File: src/hdl/backend_pkg.sv
`default_nettype none

package backend_pkg;

    parameter int XLEN   = 32;
    parameter int NREG   = 16;
    parameter int REG_AW = $clog2(NREG);
    parameter int IMM_W  = 16;

    typedef enum logic [2:0] {
        OP_NOP  = 3'd0,
        OP_ADD  = 3'd1,
        OP_SUB  = 3'd2,
        OP_AND  = 3'd3,
        OP_OR   = 3'd4,
        OP_ADDI = 3'd5,
        OP_LD   = 3'd6,
        OP_ST   = 3'd7
    } opcode_e;

    // 32-bit instruction word as sent by the frontend
    typedef struct packed {
        opcode_e             op;
        logic [REG_AW-1:0]   rd;
        logic [REG_AW-1:0]   rs1;
        logic [REG_AW-1:0]   rs2;
        logic [IMM_W-1:0]    imm;
        logic                spare;
    } inst_t;

    typedef struct packed {
        logic                valid;
        opcode_e             op;
        logic [REG_AW-1:0]   rd;
        logic [XLEN-1:0]     a;
        logic [XLEN-1:0]     b;
        logic [XLEN-1:0]     store_data;
    } disp_ex_t;

    typedef struct packed {
        logic                valid;
        opcode_e             op;
        logic [REG_AW-1:0]   rd;
        logic [XLEN-1:0]     result;
        logic [XLEN-1:0]     store_data;
    } ex_mem_t;

    typedef struct packed {
        logic                wr_en;
        logic [REG_AW-1:0]   wr_addr;
        logic [XLEN-1:0]     wr_data;
    } fwd_t;

    // for a store, data carries the store address
    typedef struct packed {
        logic                valid;
        opcode_e             op;
        logic [REG_AW-1:0]   rd;
        logic [XLEN-1:0]     data;
    } retire_t;

    // ops that produce a register result
    function automatic logic writes_reg(input opcode_e op);
        return (op == OP_ADD) || (op == OP_SUB) || (op == OP_AND) ||
               (op == OP_OR) || (op == OP_ADDI) || (op == OP_LD);
    endfunction

endpackage

`default_nettype wire

File: src/hdl/inst_buffer.sv
`timescale 1ns/1ps
`default_nettype none

module inst_buffer #(
    parameter int BUF_DEPTH = 4
) (
    input  logic                  clk,
    input  logic                  rst_n_i,
    input  logic                  inst_valid_i,
    input  backend_pkg::inst_t    inst_i,
    input  logic                  stall_i,
    output logic                  head_valid_o,
    output backend_pkg::inst_t    head_o,
    output logic                  credit_o
);

    localparam int PTR_W = $clog2(BUF_DEPTH);
    localparam int CNT_W = $clog2(BUF_DEPTH + 1);

    backend_pkg::inst_t entries_q [BUF_DEPTH];
    logic [PTR_W-1:0]   wr_ptr_q;
    logic [PTR_W-1:0]   rd_ptr_q;
    logic [CNT_W-1:0]   count_q;
    logic               pop;

    assign head_valid_o = (count_q != '0);
    assign head_o       = entries_q[rd_ptr_q];
    assign pop          = head_valid_o && !stall_i;
    // each freed entry hands one credit back
    assign credit_o     = pop;

    always_ff @(posedge clk) begin
        if (inst_valid_i) begin
            entries_q[wr_ptr_q] <= inst_i;
        end
    end

    always_ff @(posedge clk) begin
        if (!rst_n_i) begin
            wr_ptr_q <= '0;
            rd_ptr_q <= '0;
            count_q  <= '0;
        end else begin
            if (inst_valid_i) begin
                wr_ptr_q <= (wr_ptr_q == PTR_W'(BUF_DEPTH - 1)) ? '0 : wr_ptr_q + 1'b1;
            end
            if (pop) begin
                rd_ptr_q <= (rd_ptr_q == PTR_W'(BUF_DEPTH - 1)) ? '0 : rd_ptr_q + 1'b1;
            end
            count_q <= count_q + CNT_W'(inst_valid_i) - CNT_W'(pop);
        end
    end

    // frontend must hold a credit for every send
    a_no_write_when_full: assert property (@(posedge clk) disable iff (!rst_n_i)
        inst_valid_i |-> (count_q != CNT_W'(BUF_DEPTH)))
        else $error("inst_buffer: write while full");

    a_count_bound: assert property (@(posedge clk) disable iff (!rst_n_i)
        count_q <= CNT_W'(BUF_DEPTH))
        else $error("inst_buffer: occupancy above depth");

endmodule

`default_nettype wire

File: src/hdl/regfile.sv
`timescale 1ns/1ps
`default_nettype none

module regfile (
    input  logic                             clk,
    input  logic                             rst_n_i,
    input  logic [backend_pkg::REG_AW-1:0]   raddr_a_i,
    input  logic [backend_pkg::REG_AW-1:0]   raddr_b_i,
    input  backend_pkg::fwd_t                wr_i,
    output logic [backend_pkg::XLEN-1:0]     rdata_a_o,
    output logic [backend_pkg::XLEN-1:0]     rdata_b_o
);

    logic [backend_pkg::XLEN-1:0] regs_q [backend_pkg::NREG];

    always_ff @(posedge clk) begin
        if (!rst_n_i) begin
            for (int i = 0; i < backend_pkg::NREG; i++) begin
                regs_q[i] <= '0;
            end
        end else if (wr_i.wr_en && (wr_i.wr_addr != '0)) begin
            regs_q[wr_i.wr_addr] <= wr_i.wr_data;
        end
    end

    // r0 reads as zero
    assign rdata_a_o = (raddr_a_i == '0) ? '0 : regs_q[raddr_a_i];
    assign rdata_b_o = (raddr_b_i == '0) ? '0 : regs_q[raddr_b_i];

    // writeback drops r0 writes before they reach the port
    a_no_r0_write: assert property (@(posedge clk) disable iff (!rst_n_i)
        wr_i.wr_en |-> (wr_i.wr_addr != '0))
        else $error("regfile: write to register 0 reached the write port");

endmodule

`default_nettype wire

File: src/hdl/dispatch.sv
`timescale 1ns/1ps
`default_nettype none

module dispatch (
    input  logic                             clk,
    input  logic                             rst_n_i,
    input  logic                             head_valid_i,
    input  backend_pkg::inst_t               head_i,
    input  backend_pkg::fwd_t                ex_fwd_i,
    input  backend_pkg::fwd_t                mem_fwd_i,
    input  backend_pkg::fwd_t                wb_fwd_i,
    input  logic                             ex_is_load_i,
    input  logic [backend_pkg::REG_AW-1:0]   ex_rd_i,
    output logic                             stall_o,
    output backend_pkg::disp_ex_t            disp_o
);

    logic [backend_pkg::XLEN-1:0] rf_a;
    logic [backend_pkg::XLEN-1:0] rf_b;
    logic [backend_pkg::XLEN-1:0] val_rs1;
    logic [backend_pkg::XLEN-1:0] val_rs2;
    logic [backend_pkg::XLEN-1:0] imm_ext;
    logic                         uses_rs1;
    logic                         uses_rs2;
    logic                         imm_b;

    regfile u_regfile (
        .clk       (clk),
        .rst_n_i   (rst_n_i),
        .raddr_a_i (head_i.rs1),
        .raddr_b_i (head_i.rs2),
        .wr_i      (wb_fwd_i),
        .rdata_a_o (rf_a),
        .rdata_b_o (rf_b)
    );

    // youngest producer wins
    function automatic logic [backend_pkg::XLEN-1:0] pick_operand(
        input logic [backend_pkg::REG_AW-1:0] addr,
        input logic [backend_pkg::XLEN-1:0]   rf_val
    );
        logic [backend_pkg::XLEN-1:0] val;
        val = rf_val;
        if (addr == '0) begin
            val = '0;
        end else if (ex_fwd_i.wr_en && (ex_fwd_i.wr_addr == addr)) begin
            val = ex_fwd_i.wr_data;
        end else if (mem_fwd_i.wr_en && (mem_fwd_i.wr_addr == addr)) begin
            val = mem_fwd_i.wr_data;
        end else if (wb_fwd_i.wr_en && (wb_fwd_i.wr_addr == addr)) begin
            val = wb_fwd_i.wr_data;
        end
        return val;
    endfunction

    always_comb begin
        uses_rs1 = 1'b0;
        uses_rs2 = 1'b0;
        imm_b    = 1'b0;
        unique case (head_i.op)
            backend_pkg::OP_ADD, backend_pkg::OP_SUB,
            backend_pkg::OP_AND, backend_pkg::OP_OR: begin
                uses_rs1 = 1'b1;
                uses_rs2 = 1'b1;
            end
            backend_pkg::OP_ADDI, backend_pkg::OP_LD: begin
                uses_rs1 = 1'b1;
                imm_b    = 1'b1;
            end
            // address from rs1, data from rs2
            backend_pkg::OP_ST: begin
                uses_rs1 = 1'b1;
                uses_rs2 = 1'b1;
                imm_b    = 1'b1;
            end
            default: begin
            end
        endcase
    end

    always_comb begin
        val_rs1 = pick_operand(head_i.rs1, rf_a);
        val_rs2 = pick_operand(head_i.rs2, rf_b);
    end

    assign imm_ext = {{(backend_pkg::XLEN - backend_pkg::IMM_W){head_i.imm[backend_pkg::IMM_W-1]}},
                      head_i.imm};

    // load result only exists after the memory stage
    assign stall_o = head_valid_i && ex_is_load_i && (ex_rd_i != '0) &&
                     ((uses_rs1 && (head_i.rs1 == ex_rd_i)) ||
                      (uses_rs2 && (head_i.rs2 == ex_rd_i)));

    always_comb begin
        disp_o.valid      = head_valid_i && !stall_o;
        disp_o.op         = head_i.op;
        disp_o.rd         = head_i.rd;
        disp_o.a          = val_rs1;
        disp_o.b          = imm_b ? imm_ext : val_rs2;
        disp_o.store_data = val_rs2;
    end

    // the bubble lets the load move on, so a stall never repeats
    a_stall_one_cycle: assert property (@(posedge clk) disable iff (!rst_n_i)
        stall_o |=> !stall_o)
        else $error("dispatch: load-use stall held for more than one cycle");

endmodule

`default_nettype wire

File: src/hdl/execute.sv
`timescale 1ns/1ps
`default_nettype none

module execute (
    input  logic                             clk,
    input  logic                             rst_n_i,
    input  backend_pkg::disp_ex_t            disp_i,
    output backend_pkg::ex_mem_t             ex_o,
    output backend_pkg::fwd_t                fwd_o,
    output logic                             is_load_o,
    output logic [backend_pkg::REG_AW-1:0]   rd_o
);

    backend_pkg::disp_ex_t        d_q;
    logic [backend_pkg::XLEN-1:0] result;

    always_ff @(posedge clk) begin
        d_q <= disp_i;
        if (!rst_n_i) begin
            d_q.valid <= 1'b0;
        end
    end

    always_comb begin
        unique case (d_q.op)
            // loads and stores use the adder for the address
            backend_pkg::OP_ADD, backend_pkg::OP_ADDI,
            backend_pkg::OP_LD, backend_pkg::OP_ST: result = d_q.a + d_q.b;
            backend_pkg::OP_SUB:                    result = d_q.a - d_q.b;
            backend_pkg::OP_AND:                    result = d_q.a & d_q.b;
            backend_pkg::OP_OR:                     result = d_q.a | d_q.b;
            default:                                result = '0;
        endcase
    end

    always_comb begin
        ex_o.valid      = d_q.valid;
        ex_o.op         = d_q.op;
        ex_o.rd         = d_q.rd;
        ex_o.result     = result;
        ex_o.store_data = d_q.store_data;
    end

    // load data not ready yet, so no forward
    assign fwd_o.wr_en   = d_q.valid && backend_pkg::writes_reg(d_q.op) &&
                           (d_q.op != backend_pkg::OP_LD) && (d_q.rd != '0);
    assign fwd_o.wr_addr = d_q.rd;
    assign fwd_o.wr_data = result;

    assign is_load_o = d_q.valid && (d_q.op == backend_pkg::OP_LD);
    assign rd_o      = d_q.rd;

endmodule

`default_nettype wire

File: src/hdl/mem_access.sv
`timescale 1ns/1ps
`default_nettype none

module mem_access #(
    parameter int DMEM_WORDS = 64
) (
    input  logic                   clk,
    input  logic                   rst_n_i,
    input  backend_pkg::ex_mem_t   ex_i,
    output backend_pkg::ex_mem_t   mem_o,
    output backend_pkg::fwd_t      fwd_o
);

    localparam int AW = $clog2(DMEM_WORDS);

    backend_pkg::ex_mem_t         m_q;
    logic [backend_pkg::XLEN-1:0] dmem_q [DMEM_WORDS];
    logic [AW-1:0]                word_idx;
    logic                         is_ld;
    logic                         is_st;

    always_ff @(posedge clk) begin
        m_q <= ex_i;
        if (!rst_n_i) begin
            m_q.valid <= 1'b0;
        end
    end

    // drop the byte offset, wrap to memory size
    assign word_idx = m_q.result[AW+1:2];
    assign is_ld    = m_q.valid && (m_q.op == backend_pkg::OP_LD);
    assign is_st    = m_q.valid && (m_q.op == backend_pkg::OP_ST);

    always_ff @(posedge clk) begin
        if (!rst_n_i) begin
            for (int i = 0; i < DMEM_WORDS; i++) begin
                dmem_q[i] <= '0;
            end
        end else if (is_st) begin
            dmem_q[word_idx] <= m_q.store_data;
        end
    end

    always_comb begin
        mem_o.valid      = m_q.valid;
        mem_o.op         = m_q.op;
        mem_o.rd         = m_q.rd;
        mem_o.result     = is_ld ? dmem_q[word_idx] : m_q.result;
        mem_o.store_data = m_q.store_data;
    end

    assign fwd_o.wr_en   = m_q.valid && backend_pkg::writes_reg(m_q.op) && (m_q.rd != '0);
    assign fwd_o.wr_addr = m_q.rd;
    assign fwd_o.wr_data = mem_o.result;

    a_word_aligned: assert property (@(posedge clk) disable iff (!rst_n_i)
        (is_ld || is_st) |-> (m_q.result[1:0] == 2'b00))
        else $error("mem_access: unaligned address %h", m_q.result);

endmodule

`default_nettype wire

File: src/hdl/backend.sv
`timescale 1ns/1ps
`default_nettype none

module backend #(
    parameter int BUF_DEPTH  = 4,
    parameter int DMEM_WORDS = 64
) (
    input  logic                  clk,
    input  logic                  rst_n_i,
    input  logic                  inst_valid_i,
    input  backend_pkg::inst_t    inst_i,
    output logic                  credit_o,
    output backend_pkg::retire_t  retire_o
);

    // buffer
    logic                 head_valid;
    backend_pkg::inst_t   head;
    logic                 stall;

    // dispatch
    backend_pkg::disp_ex_t disp;

    // execute
    backend_pkg::ex_mem_t             ex_out;
    backend_pkg::fwd_t                ex_fwd;
    logic                             ex_is_load;
    logic [backend_pkg::REG_AW-1:0]   ex_rd;

    // memory
    backend_pkg::ex_mem_t mem_out;
    backend_pkg::fwd_t    mem_fwd;

    // writeback and retire
    backend_pkg::retire_t wb_q;
    backend_pkg::retire_t retire_q;
    backend_pkg::fwd_t    wb_fwd;

    inst_buffer #(
        .BUF_DEPTH (BUF_DEPTH)
    ) u_inst_buffer (
        .clk          (clk),
        .rst_n_i      (rst_n_i),
        .inst_valid_i (inst_valid_i),
        .inst_i       (inst_i),
        .stall_i      (stall),
        .head_valid_o (head_valid),
        .head_o       (head),
        .credit_o     (credit_o)
    );

    dispatch u_dispatch (
        .clk          (clk),
        .rst_n_i      (rst_n_i),
        .head_valid_i (head_valid),
        .head_i       (head),
        .ex_fwd_i     (ex_fwd),
        .mem_fwd_i    (mem_fwd),
        .wb_fwd_i     (wb_fwd),
        .ex_is_load_i (ex_is_load),
        .ex_rd_i      (ex_rd),
        .stall_o      (stall),
        .disp_o       (disp)
    );

    execute u_execute (
        .clk       (clk),
        .rst_n_i   (rst_n_i),
        .disp_i    (disp),
        .ex_o      (ex_out),
        .fwd_o     (ex_fwd),
        .is_load_o (ex_is_load),
        .rd_o      (ex_rd)
    );

    mem_access #(
        .DMEM_WORDS (DMEM_WORDS)
    ) u_mem_access (
        .clk     (clk),
        .rst_n_i (rst_n_i),
        .ex_i    (ex_out),
        .mem_o   (mem_out),
        .fwd_o   (mem_fwd)
    );

    always_ff @(posedge clk) begin
        wb_q.op   <= mem_out.op;
        wb_q.rd   <= mem_out.rd;
        wb_q.data <= mem_out.result;
        retire_q  <= wb_q;
        if (!rst_n_i) begin
            wb_q.valid     <= 1'b0;
            retire_q.valid <= 1'b0;
        end else begin
            wb_q.valid <= mem_out.valid;
        end
    end

    // register file write port
    assign wb_fwd.wr_en   = wb_q.valid && backend_pkg::writes_reg(wb_q.op) && (wb_q.rd != '0);
    assign wb_fwd.wr_addr = wb_q.rd;
    assign wb_fwd.wr_data = wb_q.data;

    assign retire_o = retire_q;

endmodule

`default_nettype wire

File: config.mk
export PLATFORM = sky130hd
export DESIGN_NAME = backend
export DESIGN_NICKNAME = d
export VERILOG_FILES = /design/src/hdl/backend_pkg.sv /design/src/hdl/inst_buffer.sv /design/src/hdl/regfile.sv /design/src/hdl/dispatch.sv /design/src/hdl/execute.sv /design/src/hdl/mem_access.sv /design/src/hdl/backend.sv
export SDC_FILE = /design/constraint.sdc
export NUM_CORES = 2
export LEC_CHECK = 0
export BUFFER_PORTS_ARGS = -buffer_cell sky130_fd_sc_hd__buf_2
export CORE_UTILIZATION = 64
export DETAILED_ROUTE_END_ITERATION = 12
export GPL_TIMING_DRIVEN = 1
export MAX_ROUTING_LAYER = met4
export PLACE_DENSITY = 0.81
export SLEW_MARGIN = 20
export SYNTH_ARGS = -nofsm -noshare
export SYNTH_HDL_FRONTEND = slang
export SYNTH_SLANG_ARGS = --single-unit
File: constraint.sdc
create_clock -name clk -period 5.15 [get_ports clk]
set_input_delay 1.2875 -clock clk [delete_from_list [all_inputs] [get_ports clk]]
set_output_delay 1.2875 -clock clk [all_outputs]
set_load 0.1 [all_outputs]
# ---- Word-level counts from Yosys, hierarchy flattened
# Memories as Yosys holds them, arrays and structs flattened. A register that Yosys moved wholly into a read port is not among the register bits.
# Cells that the tools add are included.
dict set report word_totals {
  reg_bits 263
  mem_bits_rw 2688
  in_bits 35
  output_inout_bits 41
  memories 3
}
dict set report op_classes {
  n_addsub 6
  eq_ne 38
  muxes 32
  n_bitwise 2
  n_reduce_logical 52
}
# name words word_bits read_ports rd_clocked_by_memory_dff wr line
set memory_table {}
lappend memory_table {u_mem_access.dmem_q 64 32 1 1 64 mem_access.sv:17} ;# logic [backend_pkg::XLEN-1:0] dmem_q [DMEM_WORDS];
lappend memory_table {u_dispatch.u_regfile.regs_q 16 32 2 0 16 regfile.sv:14} ;# logic [backend_pkg::XLEN-1:0] regs_q [backend_pkg::NREG];
lappend memory_table {u_inst_buffer.entries_q 4 32 1 1 1 inst_buffer.sv:20} ;# backend_pkg::inst_t entries_q [BUF_DEPTH];
# op count
set ops {}
lappend ops {{$mux W32} 11}
lappend ops {{$pmux W32 S4} 1}
lappend ops {{$reduce_or A32 Y1} 2}
lappend ops {{$eq A3 B3 Y1 const B} 15}
lappend ops {{$add A32 B32 Y32} 1}
lappend ops {{$and A32 B32 Y32} 1}
lappend ops {{$eq A4 B4 Y1} 8}
lappend ops {{$or A32 B32 Y32} 1}
lappend ops {{$sub A32 B32 Y32} 1}
lappend ops {{$eq A3 B2 Y1 const B} 8}
lappend ops {{$logic_and A1 B1 Y1} 23}
lappend ops {{$logic_or A1 B1 Y1} 16}
lappend ops {{$mux W1} 14}
lappend ops {{$eq A3 B1 Y1 const B} 4}
lappend ops {{$reduce_bool A4 Y1} 3}
lappend ops {{$logic_not A4 Y1} 2}
lappend ops {{$mux W2} 4}
lappend ops {{$reduce_or A7 Y1} 1}
lappend ops {{$mux W6} 1}
lappend ops {{$reduce_or A5 Y1} 1}
lappend ops {{$add A2 B1 Y2 const B} 2}
lappend ops {{$eq A2 B2 Y1 const B} 2}
lappend ops {{$mux W4} 1}
lappend ops {{$reduce_or A4 Y1} 1}
lappend ops {{6 further kinds} 6}

# ---- Depth between registers and ports, before layout
dict set report depth {
  word_depth 14
  depth_mapped 19
  depth_no_buf 18
}

# ---- Hierarchy
# From an unflattened synthesis, not the netlist that was laid out.
dict set report unflattened {
  cells_unflattened 10196
  hier_area_um2 137752.1
}
# module n_inst cells_per_inst area_per_inst_um2 seq_area_each_um2
set modules_own_cells {}
lappend modules_own_cells {mem_access 1 6866 95791.9 62940.4}
lappend modules_own_cells {regfile 1 1777 25588.3 14443.9}
lappend modules_own_cells {execute 1 682 6009.5 2082.0}
lappend modules_own_cells {inst_buffer 1 212 5126.2 4023.9}
lappend modules_own_cells {dispatch 1 573 3589.7 0.0}
lappend modules_own_cells {backend 1 86 1646.6 1601.5}

# ---- Worst setup path before layout
# No wires, ideal clock.
dict set report synth_timing {
  path_type {input to register}
  startpoint {input port rst_n_i}
  endpoint {memory u_mem_access.dmem_q[11][0] (netlist bit) (enable)}
  setup_time_ps 466
  arrival_ps 4310
  slack_ps 374
  stages 6
  path_buffers 2
  cell_sequence {and2_1 -> nor2b_1 -> buf_2 -> nand2_1 -> clkbuf_1 -> o21ai_0}
}
# element line
set synth_rtl {}
lappend synth_rtl {{from (decl)} backend.sv:9} ;# input logic rst_n_i,
lappend synth_rtl {{to (decl)} mem_access.sv:17}

==> impl_metrics.env <==
export IMPL_run_status="completed"
export IMPL_slowest_stage="a211oi_1"
export IMPL_cpPeakStageDelay_ns=1.20
export IMPL_combPwrFrac_pct=42.7
export IMPL_h_tree_depth=5
export IMPL_hp_class="reg2reg"
export IMPL_cp_buffers_inverters=2
export IMPL_syn_instance_count=10477
export IMPL_via_count=98596
export IMPL_core_area_sq_um=215000
export IMPL_drc=0
export IMPL_crit_family="compound AO/OA/AOI/OAI gates"
export IMPL_r2r_start="u_mem_access.m_q[35]$_DFF_P_"
export IMPL_max_freq_ghz=0.196
export IMPL_antenna_left=0
export IMPL_die_y_um=468
export IMPL_wl_per_cell_um=36.8
export IMPL_netlist_top_cell_by_area="edfxtp_1"
export IMPL_grt_max_degree=114
export IMPL_syn_area_sq_um=139000
export IMPL_synth_top_cell_area_share_pct=58.1
export IMPL_dieArea_sq_um=219000
export IMPL_post_cts_buffers=0
export IMPL_cts_sinks=2949
export IMPL_switching_share_pct=43.1
export IMPL_place_congestion=1.09
export IMPL_routed_via_density=7.22
export IMPL_wirelength_mm=503
export IMPL_slew_headroom_pct=6.56
export IMPL_yosysSeqAreaShare_pct=61.9
export IMPL_fin_nets=10609
export IMPL_min_delay_start="u_execute.ex_o[23]$_DFF_P_"
export IMPL_hold_ws_ns=0.307
export IMPL_worstPathArrival_ns=5.96
export IMPL_dr_pass1_iters=9
export IMPL_start_util_pct=64.5
export IMPL_grt_overflow_total=0
export IMPL_crit_path_start_kind="flop"
export IMPL_synth_ff_type="edfxtp_1"
export IMPL_path_max_fanout=29
export IMPL_rows=170
export IMPL_grt_first_pass_wirelength_mm=696
export IMPL_setup_tns_final_ns=0
export IMPL_area_delta_synth_final_pct=12.2
export IMPL_tightest_slew_ns=1.39
export IMPL_report_final_hold_viol_count=0
export IMPL_dpl_hpwl_mm=305
export IMPL_min_period_ns=5.11
export IMPL_avgSynthCellArea_sq_um=13.2
export IMPL_p_clk_share_pct=23.8
export IMPL_die_x_um=468
export IMPL_drt_initial_drc_count=18879
export IMPL_synth_most_common_cell="edfxtp_1"
export IMPL_grt_antenna_before_repair=65
export IMPL_timing_final_crit_share_pct=99.3
export IMPL_synth_edf_count=2684
export IMPL_netlist_top_cells_count="edfxtp_1 (2684), and2_1 (2488), clkbuf_1 (693)"
export IMPL_min_to="u_mem_access.mem_o[23]$_DFF_P_"
export IMPL_r2r_end="u_execute.d_q[46]$_DFF_P_"
export IMPL_cap_violations=0
export IMPL_grt_pass1_vias=93523
export IMPL_rr_worst_depth=8
export IMPL_clk_pin_slew_ns=0.06
export IMPL_p_int_mw=53.2
export IMPL_path_cells="buf_12 -> buf_4 -> or2_2 -> o221ai_1 -> a211oi_1 -> a211o_1 -> a31oi_1 -> mux2_1"
export IMPL_io_buffers=74
export IMPL_cts_buffer_depth=4
export IMPL_ir_worst_vdd_mv=0.533
export IMPL_seq_power_share_pct=33.5
export IMPL_cp_end_kind="flop"
export IMPL_drive_gt1_share_pct=17.6
export IMPL_fillers=13571
export IMPL_cts_tree="built"
export IMPL_powerDensity_nw_per_um2=601
export IMPL_cts_root_buffer="clkbuf_16"
export IMPL_regToRegSetupSlack_ns=0.04
export IMPL_synthArstFlopShare_pct=0
export IMPL_setup_violations_final=0
export IMPL_slew_violations=0
export IMPL_yosysWarnings=0
export IMPL_hold_depth=0
export IMPL_critPathRequiredTime_ns=5.99
export IMPL_ioPinCount=76
export IMPL_synth_cell_types=97
export IMPL_cts_made_buffers=318
export IMPL_rsz0062_at_grt="no"
export IMPL_clk_latency_ns=1.01
export IMPL_leakagePower_nw=58.1
export IMPL_p_sw_mw=40.3
export IMPL_ys_ff_latch=2949
export IMPL_worst_clock_skew_ns=0.0625
export IMPL_track_usage_pct=47.0
export IMPL_setup_worst_path_class="reg2reg"
export IMPL_synthTopCellsByArea="edfxtp_1 (58%), and2_1 (11%), mux4_2 (4.3%)"
==> logic make-up (layout without fill, tap and decap cells) <==
family / count (synthesis) / after routing / synth area share [%]
and+or+nand+nor: 3618 / 3618 / 15.3
DFF: 2949 / 2949 / 61.9
AOI/OAI and AO/OA: 1734 / 1734 / 9.02
buffers and inverters: 1093 / 1347 / 3.35
muxes: 972 / 974 / 9.55
xor gates and xnor gates: 67 / 67 / 0.423
adders and majority gates: 43 / 43 / 0.399
other: 1 / 88 / 0.00270
==> layer usage <==
layer | track usage, % | wire, um | up-vias | share of wire [%]
met5 | - | 0 | - | 0
met3 | 20.9 | 91800 | 1824 | 18
met1 | 60.4 | 172000 | 48619 | 34
met4 | 26.0 | 33400 | 0 | 6.6
met2 | 61.9 | 206000 | 9136 | 41
li1 | - | - | 39017 | -
==> registers in the layout, indices dropped and copies added, names as in the netlist, named ones only <==
name and count:
u_mem_access.fwd_o 4, u_inst_buffer.count_q 3, wb_fwd 36, u_dispatch.u_regfile.regs_q 512, u_execute.rd_o 4, u_mem_access.m_q 32
wb_q 4, u_mem_access.mem_o 36, u_inst_buffer.wr_ptr_q 2, u_inst_buffer.entries_q 124, u_execute.d_q 64, u_execute.ex_o 36
u_inst_buffer.rd_ptr_q 2, retire_o 40, u_mem_access.dmem_q 2048
==> worst max-delay path by stage <==
stage / to / slack [ns] / cells after the start / startpoint
6_report: u_execute.d_q[46]$_DFF_P_ / 0.04 / 8 / u_mem_access.m_q[35]$_DFF_P_
4_1_cts: credit_o / 0.03 / 7 / flop
2_1_floorplan: u_mem_access.dmem_q[11][0]$_SDFFCE_PN0P_ / 0.37 / 6 / rst_n_i
3_5_place_dp: u_execute.d_q[93]$_SDFF_PN0_ / 0.11 / 19 / u_execute.d_q[40]$_DFF_P_
5_1_grt: credit_o / 0.003 / 7 / flop
3_3_place_gp: u_execute.d_q[55]$_DFF_P_ / 0.07 / 11 / u_mem_access.m_q[36]$_DFF_P_
==> area by class of cell <==
type,instances,area (sq um),area share [%]
Tap cell,2838,3550,2.28
Inverter,44,178,0.114
Timing Repair Buffer,750,6300,4.05
Clock inverter,154,1400,0.900
Antenna cell,56,140,0.0900
Sequential cell,2949,86000,55.2
Multi-Input combinational cell,6468,49700,31.9
Clock buffer,399,8440,5.42
==> metrics by stage <==
stage	util, %	instances	total power, mW	worst slack, ns	cell area (sq um)
3_5_place_dp	67.7	13046	68.4	0.110	146000
5_1_grt	72.4	13648	94.3	0.00261	156000
4_1_cts	72.3	13601	90.4	0.0289	155000
6_report	72.4	13658	93.5	0.0365	156000
3_3_place_gp	67.7	13045	67.9	0.0651	146000
2_1_floorplan	-	10508	50.1	0.374	139000
==> placed cells by master, fill, tap and decap left out, types with 70 or more instances in the layout <==
cell	count
clkinv_1	72
a211oi_1	225
a21oi_1	233
nor2_2	76
mux4_2	260
and3_1	118
nor2_1	172
o22ai_1	93
edfxtp_1	2684
clkbuf_1	70
mux2i_1	521
o21ai_4	73
nor2b_1	111
o21ai_0	155
clkbuf_16	324
mux2_2	184
and2_1	2485
a221oi_1	155
a22oi_1	173
buf_4	608
buf_2	72
nand2_1	314
dfxtp_1	228
==> power groups by stage <==
stage          clock network (mW)  registers (mW)  logic, mW
2_1_floorplan                   0            30.4       19.7
3_3_place_gp                    0            31.4       36.6
3_5_place_dp                    0            31.5       36.9
4_1_cts                      22.2            31.0       37.2
5_1_grt                      23.0            31.3       39.9
6_report                     22.3            31.3       39.9
==> worst reg2reg max path, delay by kind of cell, from the launching register on <==
family                 cells  cell delay, ns
and+or+nand+nor            1            0.52
muxes                      1            0.32
buffers and inverters      2            0.76
DFF                        1            1.13
AOI/OAI and AO/OA          4            2.24
==> repair_timing <==
action | in CTS | in global routing
endpoints found under the hold margin | 0 | 0
endpoints found under the setup margin | 1 | 16
hold buffers | 0 | 0
gates cloned | 2 | 0
gates resized for setup | 3 | 14
pin swaps | 0 | 0
No activity file was read; power rests on OpenSTA's default activity.
